## config.mk

```make
export PLATFORM = sky130hd
export DESIGN_NAME = exec_unit
export DESIGN_NICKNAME = d
export VERILOG_FILES = /design/src/rtl/exec_pkg.sv /design/src/rtl/exec_ctrl.sv /design/src/rtl/alu_arith.sv /design/src/rtl/alu_logic_shift.sv /design/src/rtl/mul_unit.sv /design/src/rtl/hilo_reg.sv /design/src/rtl/wb_stage.sv /design/src/rtl/exec_unit.sv
export VERILOG_INCLUDE_DIRS = /design/src /design/src/rtl
export SDC_FILE = /design/constraint.sdc
export NUM_CORES = 2
export LEC_CHECK = 0
export BUFFER_PORTS_ARGS = -buffer_cell sky130_fd_sc_hd__buf_4
export CORE_ASPECT_RATIO = 0.7
export CORE_UTILIZATION = 45
export DETAILED_ROUTE_END_ITERATION = 10
export PLACE_DENSITY = 0.62
export SYNTH_ARGS = -nofsm -noshare
export SYNTH_HDL_FRONTEND = slang
export SYNTH_SLANG_ARGS = --single-unit
```

## constraint.sdc

```tcl
create_clock -name clk -period 19.14 [get_ports clk]
set_input_delay 0 -clock clk [delete_from_list [all_inputs] [get_ports clk]]
set_output_delay 0 -clock clk [all_outputs]
set_load 0.02 [all_outputs]
```

## src/rtl/exec_cfg.svh

```systemverilog
`ifndef EXEC_CFG_SVH
`define EXEC_CFG_SVH

// data word of the integer datapath
`define EXEC_DATA_W 32

// register-file write address
`define EXEC_REG_ADDR_W 5

// shift amount, low bits of operand A
`define EXEC_SHAMT_W 5

`endif

```

## src/rtl/exec_pkg.sv

```systemverilog
package exec_pkg;

    typedef enum logic [4:0] {
        OP_NOP,
        OP_AND,
        OP_OR,
        OP_XOR,
        OP_NOR,
        OP_SLL,
        OP_SRL,
        OP_SRA,
        OP_ADD,
        OP_ADDU,
        OP_SUB,
        OP_SUBU,
        OP_SLT,
        OP_SLTU,
        OP_CLZ,
        OP_CLO,
        OP_MUL,
        OP_MULT,
        OP_MULTU,
        OP_MADD,
        OP_MADDU,
        OP_MSUB,
        OP_MSUBU,
        OP_MFHI,
        OP_MFLO,
        OP_MTHI,
        OP_MTLO
    } alu_op_e;

    // source of the register write data
    typedef enum logic [2:0] {
        RES_NONE,
        RES_LOGIC,
        RES_ARITH,
        RES_MUL,
        RES_HI,
        RES_LO
    } res_sel_e;

    typedef enum logic [2:0] {
        HILO_KEEP,
        HILO_LOAD,
        HILO_ACC,
        HILO_SUB,
        HILO_HI,
        HILO_LO
    } hilo_sel_e;

    typedef enum logic [0:0] {
        ST_RUN,
        ST_ACC
    } ctrl_state_e;

endpackage

```

## src/rtl/exec_ctrl.sv

```systemverilog
`timescale 1ns/1ps

module exec_ctrl import exec_pkg::*; (
    input  logic        clk,
    input  logic        rst_n_i,
    input  logic        valid_i,
    input  alu_op_e     alu_op_i,
    output logic        stall_o,
    output res_sel_e    res_sel_o,
    output hilo_sel_e   hilo_sel_o,
    output logic        ovf_check_o,
    output logic        wb_load_o,
    output logic        prod_load_o
);

    ctrl_state_e state_q;
    res_sel_e    dec_res;
    hilo_sel_e   dec_hilo;
    logic        dec_macc;
    logic        accept;
    hilo_sel_e   hold_hilo_q;

    always_comb begin
        dec_res  = RES_NONE;
        dec_hilo = HILO_KEEP;
        dec_macc = 1'b0;
        case (alu_op_i)
            OP_AND, OP_OR, OP_XOR, OP_NOR,
            OP_SLL, OP_SRL, OP_SRA: dec_res = RES_LOGIC;
            OP_ADD, OP_ADDU, OP_SUB, OP_SUBU,
            OP_SLT, OP_SLTU, OP_CLZ, OP_CLO: dec_res = RES_ARITH;
            OP_MUL: dec_res = RES_MUL;
            OP_MULT, OP_MULTU: dec_hilo = HILO_LOAD;
            OP_MADD, OP_MADDU: begin
                dec_hilo = HILO_ACC;
                dec_macc = 1'b1;
            end
            OP_MSUB, OP_MSUBU: begin
                dec_hilo = HILO_SUB;
                dec_macc = 1'b1;
            end
            OP_MFHI: dec_res = RES_HI;
            OP_MFLO: dec_res = RES_LO;
            OP_MTHI: dec_hilo = HILO_HI;
            OP_MTLO: dec_hilo = HILO_LO;
            default: dec_res = RES_NONE;
        endcase
    end

    assign accept  = valid_i && (state_q == ST_RUN);
    assign stall_o = (state_q == ST_ACC);

    // accumulate phase replays the held HI/LO select
    always_comb begin
        if (state_q == ST_ACC) begin
            res_sel_o   = RES_NONE;
            hilo_sel_o  = hold_hilo_q;
            wb_load_o   = 1'b1;
            ovf_check_o = 1'b0;
            prod_load_o = 1'b0;
        end else begin
            res_sel_o   = accept ? dec_res : RES_NONE;
            hilo_sel_o  = (accept && !dec_macc) ? dec_hilo : HILO_KEEP;
            wb_load_o   = accept && !dec_macc;
            ovf_check_o = accept && ((alu_op_i == OP_ADD) || (alu_op_i == OP_SUB));
            prod_load_o = accept && dec_macc;
        end
    end

    always_ff @(posedge clk or negedge rst_n_i) begin
        if (!rst_n_i) begin
            state_q     <= ST_RUN;
            hold_hilo_q <= HILO_KEEP;
        end else if (state_q == ST_ACC) begin
            state_q <= ST_RUN;
        end else if (accept && dec_macc) begin
            state_q     <= ST_ACC;
            hold_hilo_q <= dec_hilo;
        end
    end

endmodule

```

## src/rtl/alu_arith.sv

```systemverilog
`timescale 1ns/1ps
`include "exec_cfg.svh"

module alu_arith import exec_pkg::*; (
    input  alu_op_e                  alu_op_i,
    input  logic [`EXEC_DATA_W-1:0]  operand_a_i,
    input  logic [`EXEC_DATA_W-1:0]  operand_b_i,
    output logic [`EXEC_DATA_W-1:0]  arith_res_o,
    output logic                     overflow_o
);

    localparam int CNT_W = $clog2(`EXEC_DATA_W) + 1;

    logic                    do_sub;
    logic [`EXEC_DATA_W-1:0] b_eff;
    logic [`EXEC_DATA_W-1:0] sum;
    logic                    b_sign;
    logic                    less_s;
    logic                    less_u;

    function automatic logic [CNT_W-1:0] lead_zeros(input logic [`EXEC_DATA_W-1:0] v);
        logic [CNT_W-1:0] cnt;
        logic             hit;
        cnt = '0;
        hit = 1'b0;
        for (int i = `EXEC_DATA_W - 1; i >= 0; i--) begin
            if (v[i]) begin
                hit = 1'b1;
            end else if (!hit) begin
                cnt = cnt + 1'b1;
            end
        end
        return cnt;
    endfunction

    assign do_sub = (alu_op_i == OP_SUB) || (alu_op_i == OP_SUBU) || (alu_op_i == OP_SLT);
    assign b_eff  = do_sub ? (~operand_b_i + 1'b1) : operand_b_i;
    assign sum    = operand_a_i + b_eff;

    // sign of the effective addend, taken before negation so -MIN is handled
    assign b_sign     = do_sub ? ~operand_b_i[`EXEC_DATA_W-1] : operand_b_i[`EXEC_DATA_W-1];
    assign overflow_o = (operand_a_i[`EXEC_DATA_W-1] == b_sign) &&
                        (sum[`EXEC_DATA_W-1] != operand_a_i[`EXEC_DATA_W-1]);

    assign less_s = (operand_a_i[`EXEC_DATA_W-1] != operand_b_i[`EXEC_DATA_W-1]) ?
                    operand_a_i[`EXEC_DATA_W-1] : sum[`EXEC_DATA_W-1];
    assign less_u = operand_a_i < operand_b_i;

    always_comb begin
        case (alu_op_i)
            OP_ADD, OP_ADDU, OP_SUB, OP_SUBU: arith_res_o = sum;
            OP_SLT:  arith_res_o = `EXEC_DATA_W'(less_s);
            OP_SLTU: arith_res_o = `EXEC_DATA_W'(less_u);
            OP_CLZ:  arith_res_o = `EXEC_DATA_W'(lead_zeros(operand_a_i));
            OP_CLO:  arith_res_o = `EXEC_DATA_W'(lead_zeros(~operand_a_i));
            default: arith_res_o = '0;
        endcase
    end

endmodule

```

## src/rtl/alu_logic_shift.sv

```systemverilog
`timescale 1ns/1ps
`include "exec_cfg.svh"

module alu_logic_shift import exec_pkg::*; (
    input  alu_op_e                  alu_op_i,
    input  logic [`EXEC_DATA_W-1:0]  operand_a_i,
    input  logic [`EXEC_DATA_W-1:0]  operand_b_i,
    output logic [`EXEC_DATA_W-1:0]  logic_res_o
);

    logic [`EXEC_SHAMT_W-1:0] shamt;

    // amount comes from rs, value from rt
    assign shamt = operand_a_i[`EXEC_SHAMT_W-1:0];

    always_comb begin
        case (alu_op_i)
            OP_AND:  logic_res_o = operand_a_i & operand_b_i;
            OP_OR:   logic_res_o = operand_a_i | operand_b_i;
            OP_XOR:  logic_res_o = operand_a_i ^ operand_b_i;
            OP_NOR:  logic_res_o = ~(operand_a_i | operand_b_i);
            OP_SLL:  logic_res_o = operand_b_i << shamt;
            OP_SRL:  logic_res_o = operand_b_i >> shamt;
            OP_SRA:  logic_res_o = $signed(operand_b_i) >>> shamt;
            default: logic_res_o = '0;
        endcase
    end

endmodule

```

## src/rtl/mul_unit.sv

```systemverilog
`timescale 1ns/1ps
`include "exec_cfg.svh"

module mul_unit import exec_pkg::*; (
    input  logic                       clk,
    input  logic                       rst_n_i,
    input  logic                       prod_load_i,
    input  alu_op_e                    alu_op_i,
    input  logic [`EXEC_DATA_W-1:0]    operand_a_i,
    input  logic [`EXEC_DATA_W-1:0]    operand_b_i,
    output logic [`EXEC_DATA_W-1:0]    mul_lo_o,
    output logic [2*`EXEC_DATA_W-1:0]  prod_o
);

    logic                      is_signed;
    logic                      negate;
    logic [`EXEC_DATA_W-1:0]   mag_a;
    logic [`EXEC_DATA_W-1:0]   mag_b;
    logic [2*`EXEC_DATA_W-1:0] mag_prod;
    logic [2*`EXEC_DATA_W-1:0] prod_comb;
    logic [2*`EXEC_DATA_W-1:0] prod_q;
    logic                      prod_held_q;

    always_comb begin
        case (alu_op_i)
            OP_MUL, OP_MULT, OP_MADD, OP_MSUB: is_signed = 1'b1;
            default: is_signed = 1'b0;
        endcase
    end

    // magnitude multiply, sign fixed up afterwards
    assign mag_a    = (is_signed && operand_a_i[`EXEC_DATA_W-1]) ? -operand_a_i : operand_a_i;
    assign mag_b    = (is_signed && operand_b_i[`EXEC_DATA_W-1]) ? -operand_b_i : operand_b_i;
    assign negate   = is_signed && (operand_a_i[`EXEC_DATA_W-1] ^ operand_b_i[`EXEC_DATA_W-1]);
    assign mag_prod = {{`EXEC_DATA_W{1'b0}}, mag_a} * {{`EXEC_DATA_W{1'b0}}, mag_b};
    assign prod_comb = negate ? -mag_prod : mag_prod;

    assign mul_lo_o = prod_comb[`EXEC_DATA_W-1:0];
    assign prod_o   = prod_held_q ? prod_q : prod_comb;

    always_ff @(posedge clk or negedge rst_n_i) begin
        if (!rst_n_i) begin
            prod_held_q <= 1'b0;
        end else begin
            prod_held_q <= prod_load_i;
        end
    end

    always_ff @(posedge clk) begin
        if (prod_load_i) begin
            prod_q <= prod_comb;
        end
    end

endmodule

```

## src/rtl/hilo_reg.sv

```systemverilog
`timescale 1ns/1ps
`include "exec_cfg.svh"

module hilo_reg import exec_pkg::*; (
    input  logic                       clk,
    input  logic                       rst_n_i,
    input  hilo_sel_e                  hilo_sel_i,
    input  logic [2*`EXEC_DATA_W-1:0]  prod_i,
    input  logic [`EXEC_DATA_W-1:0]    operand_a_i,
    output logic [`EXEC_DATA_W-1:0]    hi_o,
    output logic [`EXEC_DATA_W-1:0]    lo_o
);

    logic [2*`EXEC_DATA_W-1:0] hilo;
    logic [2*`EXEC_DATA_W-1:0] acc_sum;
    logic [2*`EXEC_DATA_W-1:0] acc_diff;

    assign hilo     = {hi_o, lo_o};
    assign acc_sum  = hilo + prod_i;
    assign acc_diff = hilo - prod_i;

    always_ff @(posedge clk or negedge rst_n_i) begin
        if (!rst_n_i) begin
            hi_o <= '0;
            lo_o <= '0;
        end else begin
            case (hilo_sel_i)
                HILO_LOAD: begin
                    {hi_o, lo_o} <= prod_i;
                end
                HILO_ACC: begin
                    {hi_o, lo_o} <= acc_sum;
                end
                HILO_SUB: begin
                    {hi_o, lo_o} <= acc_diff;
                end
                // move-to writes touch one half only
                HILO_HI: hi_o <= operand_a_i;
                HILO_LO: lo_o <= operand_a_i;
                default: begin
                    hi_o <= hi_o;
                    lo_o <= lo_o;
                end
            endcase
        end
    end

endmodule

```

## src/rtl/wb_stage.sv

```systemverilog
`timescale 1ns/1ps
`include "exec_cfg.svh"

module wb_stage import exec_pkg::*; (
    input  logic                         clk,
    input  logic                         rst_n_i,
    input  logic                         wb_load_i,
    input  logic                         ovf_check_i,
    input  logic                         overflow_i,
    input  logic                         wr_en_i,
    input  res_sel_e                     res_sel_i,
    input  logic [`EXEC_DATA_W-1:0]      logic_res_i,
    input  logic [`EXEC_DATA_W-1:0]      arith_res_i,
    input  logic [`EXEC_DATA_W-1:0]      mul_lo_i,
    input  logic [`EXEC_DATA_W-1:0]      hi_i,
    input  logic [`EXEC_DATA_W-1:0]      lo_i,
    input  logic [`EXEC_REG_ADDR_W-1:0]  wr_addr_i,
    output logic                         result_valid_o,
    output logic                         reg_wr_en_o,
    output logic                         overflow_o,
    output logic [`EXEC_REG_ADDR_W-1:0]  reg_wr_addr_o,
    output logic [`EXEC_DATA_W-1:0]      reg_wr_data_o
);

    logic [`EXEC_DATA_W-1:0] sel_data;
    logic                    ovf_hit;

    always_comb begin
        case (res_sel_i)
            RES_LOGIC: sel_data = logic_res_i;
            RES_ARITH: sel_data = arith_res_i;
            RES_MUL:   sel_data = mul_lo_i;
            RES_HI:    sel_data = hi_i;
            RES_LO:    sel_data = lo_i;
            default:   sel_data = '0;
        endcase
    end

    assign ovf_hit = ovf_check_i && overflow_i;

    always_ff @(posedge clk or negedge rst_n_i) begin
        if (!rst_n_i) begin
            result_valid_o <= 1'b0;
            reg_wr_en_o    <= 1'b0;
            overflow_o     <= 1'b0;
        end else begin
            result_valid_o <= wb_load_i;
            reg_wr_en_o    <= wb_load_i && wr_en_i && (res_sel_i != RES_NONE) && !ovf_hit;
            overflow_o     <= wb_load_i && ovf_hit;
        end
    end

    always_ff @(posedge clk) begin
        if (wb_load_i) begin
            reg_wr_addr_o <= wr_addr_i;
            reg_wr_data_o <= sel_data;
        end
    end

endmodule

```

## src/rtl/exec_unit.sv

```systemverilog
`timescale 1ns/1ps
`include "exec_cfg.svh"

module exec_unit import exec_pkg::*; (
    input  logic                         clk,
    input  logic                         rst_n_i,
    input  logic                         valid_i,
    input  logic                         wr_en_i,
    input  alu_op_e                      alu_op_i,
    input  logic [`EXEC_DATA_W-1:0]      operand_a_i,
    input  logic [`EXEC_DATA_W-1:0]      operand_b_i,
    input  logic [`EXEC_REG_ADDR_W-1:0]  wr_addr_i,
    output logic                         stall_o,
    output logic                         result_valid_o,
    output logic                         reg_wr_en_o,
    output logic                         overflow_o,
    output logic [`EXEC_REG_ADDR_W-1:0]  reg_wr_addr_o,
    output logic [`EXEC_DATA_W-1:0]      reg_wr_data_o
);

    res_sel_e                  res_sel;
    hilo_sel_e                 hilo_sel;
    logic                      ovf_check;
    logic                      wb_load;
    logic                      prod_load;
    logic [2*`EXEC_DATA_W-1:0] prod;
    logic [`EXEC_DATA_W-1:0]   mul_lo;
    logic [`EXEC_DATA_W-1:0]   arith_res;
    logic                      overflow;
    logic [`EXEC_DATA_W-1:0]   logic_res;
    logic [`EXEC_DATA_W-1:0]   hi;
    logic [`EXEC_DATA_W-1:0]   lo;

    exec_ctrl u_ctrl (
        .clk         (clk),
        .rst_n_i     (rst_n_i),
        .valid_i     (valid_i),
        .alu_op_i    (alu_op_i),
        .stall_o     (stall_o),
        .res_sel_o   (res_sel),
        .hilo_sel_o  (hilo_sel),
        .ovf_check_o (ovf_check),
        .wb_load_o   (wb_load),
        .prod_load_o (prod_load)
    );

    alu_arith u_arith (
        .alu_op_i    (alu_op_i),
        .operand_a_i (operand_a_i),
        .operand_b_i (operand_b_i),
        .arith_res_o (arith_res),
        .overflow_o  (overflow)
    );

    alu_logic_shift u_logic (
        .alu_op_i    (alu_op_i),
        .operand_a_i (operand_a_i),
        .operand_b_i (operand_b_i),
        .logic_res_o (logic_res)
    );

    mul_unit u_mul (
        .clk         (clk),
        .rst_n_i     (rst_n_i),
        .prod_load_i (prod_load),
        .alu_op_i    (alu_op_i),
        .operand_a_i (operand_a_i),
        .operand_b_i (operand_b_i),
        .mul_lo_o    (mul_lo),
        .prod_o      (prod)
    );

    hilo_reg u_hilo (
        .clk         (clk),
        .rst_n_i     (rst_n_i),
        .hilo_sel_i  (hilo_sel),
        .prod_i      (prod),
        .operand_a_i (operand_a_i),
        .hi_o        (hi),
        .lo_o        (lo)
    );

    wb_stage u_wb (
        .clk            (clk),
        .rst_n_i        (rst_n_i),
        .wb_load_i      (wb_load),
        .ovf_check_i    (ovf_check),
        .overflow_i     (overflow),
        .wr_en_i        (wr_en_i),
        .res_sel_i      (res_sel),
        .logic_res_i    (logic_res),
        .arith_res_i    (arith_res),
        .mul_lo_i       (mul_lo),
        .hi_i           (hi),
        .lo_i           (lo),
        .wr_addr_i      (wr_addr_i),
        .result_valid_o (result_valid_o),
        .reg_wr_en_o    (reg_wr_en_o),
        .overflow_o     (overflow_o),
        .reg_wr_addr_o  (reg_wr_addr_o),
        .reg_wr_data_o  (reg_wr_data_o)
    );

endmodule

```

==> out/metrics.cfg <==
[min_path]
holdPathEnd = u_hilo.hi_o[18]$_DFFE_PN0P_
hold_depth = 3
hold_path_startpoint = operand_a_i[18]
worst_hold_path_type = in -> reg

[grt]
grt.met3_usage = 0.116
antenna_found_initial = 33
met2_usage = 0.471
grt_pass1_vias = 59486
busiest_layer = met1
track_usage = 0.351
grt_max_degree = 74
grt_pass1_wl_um = 391000
use_met1 = 0.520
grt-ovfl-total = 0

[outcome]
status = complete, but fails checks
failed_checks = DRC

[logic_synthesis]
synth_top_family_by_area = adder cells
syn_inst = 8431
synth_xor_area_frac = 0.0810
yosysTopAreaCellShare = 0.270
synth-edff-count = 101
ys_types = 121
synth_mux_area_frac = 0.0372
yosys.area_share.simple = 0.184
synth-compound-area-share = 0.151
synth.net_count = 9984
ys_seq_elements = 172
synth_largest_area_cell = fa_1
yosys_most_used_dff = edfxtp_1
yosys.area_share.adder = 0.379
synthTopCellsByArea = fa_1 (27%), ha_1 (11%), nand2_1 (7.1%)
yosys_warnings = 0
avgSynthCellArea_um2 = 7.89
mappedNetlistArea_um2 = 66600
synth_async_sr_flop_share = 0.413
synth_seq_area_share = 0.0723

[worst_setup_path]
crit_top_cell = ha_1
timing.rr.end = u_hilo.hi_o[30]$_DFFE_PN0P_
critPathMaxStageDelay_ns = 0.43
reg2reg_from = u_ctrl.stall_o$_DFF_PN0_
cpMaxStageDelayCell = ha_1
crit_family = adder cells
reg2reg_slack_ns = 11.45
crit_arrival_ns = 18.18
path_buf_inv = 4
critPathKind = in -> reg
start_kind = input port
path_max_fanout = 9
required_ns = 19.38
reg2regPathDepth = 25
critPathCaptureType = flop

[floorplanning]
die_w_um = 462
start_util = 0.456
fp-row-count = 117
coreArea_um2 = 146000
die_area_um2 = 149000
die_y_um = 324
ioPinCount = 119

[final_layout]
utilization = 0.487
area_growth_pct = 6.98
layout-drive-gt1-share = 0.0764
final_area_um2 = 71200
layout_commonest_cell = nand2_1
layout.nets = 9888
final_cell_mix = nand2_1 (1263), inv_1 (1230), fa_1 (899)

[timing]
slew_viol_final = 0
rsz0062_at_grt = no
hold_viol = 0
max_freq_mhz = 55.8
setup_tns_ns = 0
worstMarginPinSlew_ns = 1.42
skew_ns = 0.0312
fin_crit_sh = 0.937
period_needed_ns = 17.94
max_slew_margin = 0.0463
setup_violations = 0

[placed_design]
gp_congestion = 1.06
dp_hpwl_um = 214000
dpl-instance-area_um2 = 70300
io_buffer_count = 118

[clock_network]
worstSkewPairLatency_ns = 0.51
cts.sinks = 172
cts_buffers = 17
cts_tree = yes
cts_max_level = 4
clockRootBuffer = clkbuf_16
clk_pin_slew_worst_paths_ns = 0.10
cts_max_path_buffers = 2

[drt]
vias = 62730
routed_wl_um = 264000
route.detailed.drc = 8
via_per_inst = 6.07
wire_per_inst_um = 25.5
drtPass1Iterations = 11
ant_nets = 0
drtIter0Drc = 8219

[job]
cap_violations = 0

tightest hold or removal path, cell delays in order:
cell and delay, ns:
buf_4 0.24, o22ai_1 0.17, a21oi_1 0.08
how the worst max path moves through the flow:
stage	cells past startpoint	endpoint	from
global placement	100	u_wb.reg_wr_data_o[4]$_DFFE_PP_	operand_a_i[31]
detailed placement	100	u_wb.reg_wr_data_o[4]$_DFFE_PP_	operand_a_i[31]
CTS	100	u_wb.reg_wr_data_o[4]$_DFFE_PP_	operand_a_i[31]
global route	101	u_wb.reg_wr_data_o[4]$_DFFE_PP_	operand_a_i[31]
floorplan	98	u_wb.reg_wr_data_o[5]$_DFFE_PP_	operand_a_i[31]
finish	98	u_wb.reg_wr_data_o[5]$_DFFE_PP_	operand_a_i[30]
registers in the layout, summed over array words and instances (netlist names):
name and cells:
u_mul.prod_q 64, u_hilo.hi_o 32, u_hilo.lo_o 32, u_wb.reg_wr_data_o 32
u_wb.reg_wr_addr_o 5, u_ctrl.hold_hilo_q 3, u_ctrl.stall_o 1, u_wb.overflow_o 1
u_wb.reg_wr_en_o 1, u_wb.result_valid_o 1
cell type report:
| class | count | area [um2] |
|---|---|---|
| fillers | 14486 | 74900 |
| flip-flops and latches | 172 | 4810 |
| diodes | 15 | 37.5 |
| clock inverters | 15 | 195 |
| multi-input cells | 6582 | 56200 |
| inverters | 1249 | 4690 |
| repair buffers | 313 | 2400 |
| well taps | 1963 | 2460 |
| clock buffers | 17 | 425 |
cells in the mapped netlist, drive strengths merged (54+ instances only):
| cell | instances |
|---|---|
| xnor2 | 425 |
| nand2 | 1265 |
| mux2 | 58 |
| dfrtp | 71 |
| fa | 899 |
| and2 | 97 |
| nor4 | 57 |
| nor2 | 747 |
| a21oi | 450 |
| nor3 | 118 |
| clkbuf | 377 |
| a31oi | 64 |
| inv | 1238 |
| nand2b | 54 |
| mux2i | 168 |
| o21ai | 395 |
| xor2 | 115 |
| a21o | 79 |
| and3 | 54 |
| ha | 576 |
| edfxtp | 101 |
| nor2b | 60 |
| nand3 | 107 |
| a221oi | 54 |
kinds of logic (layout without fill, tap and decap cells):
| kind of cell | count (synthesis) | count (layout) |
|---|---|---|
| AND/OR/NAND/NOR | 2758 | 2758 |
| flip-flops | 172 | 172 |
| multiplexers | 232 | 232 |
| buffers and inverters | 1677 | 1594 |
| other | 0 | 15 |
| XOR/XNOR | 556 | 556 |
| adder cells (fa/ha/maj) | 1476 | 1476 |
| AO/OA/AOI/OAI | 1560 | 1560 |
timing repair:
| action | in CTS | in global routing |
|---|---|---|
| gates resized for setup | 0 | 21 |
| hold buffers | 11 | 0 |
| setup endpoints to repair | 0 | 5 |
| endpoints found under the hold margin | 33 | 0 |
| setup buffers | 0 | 3 |
per-layer routing:
layer | vias to the layer above | wire [um]
li1 | 27452 | -
met1 | 31095 | 115000
met2 | 3744 | 102000
met3 | 415 | 36700
met4 | 24 | 9190
met5 | - | 210
through the flow:
step | worst slack (ns) | hold WS (ns) | cells
after floorplan | 1.87 | -0.296 | 8431
after global placement | 0.144 | -0.0287 | 10265
after detailed placement | -0.190 | -0.0219 | 10265
after CTS | 0.312 | 0.0191 | 10308
after global routing | 0.00824 | 0.0466 | 10317
final | 1.20 | 0.0626 | 10326
Power is not shown: default switching activity piles up to over one toggle a cycle in this logic, so the estimate is an artifact.
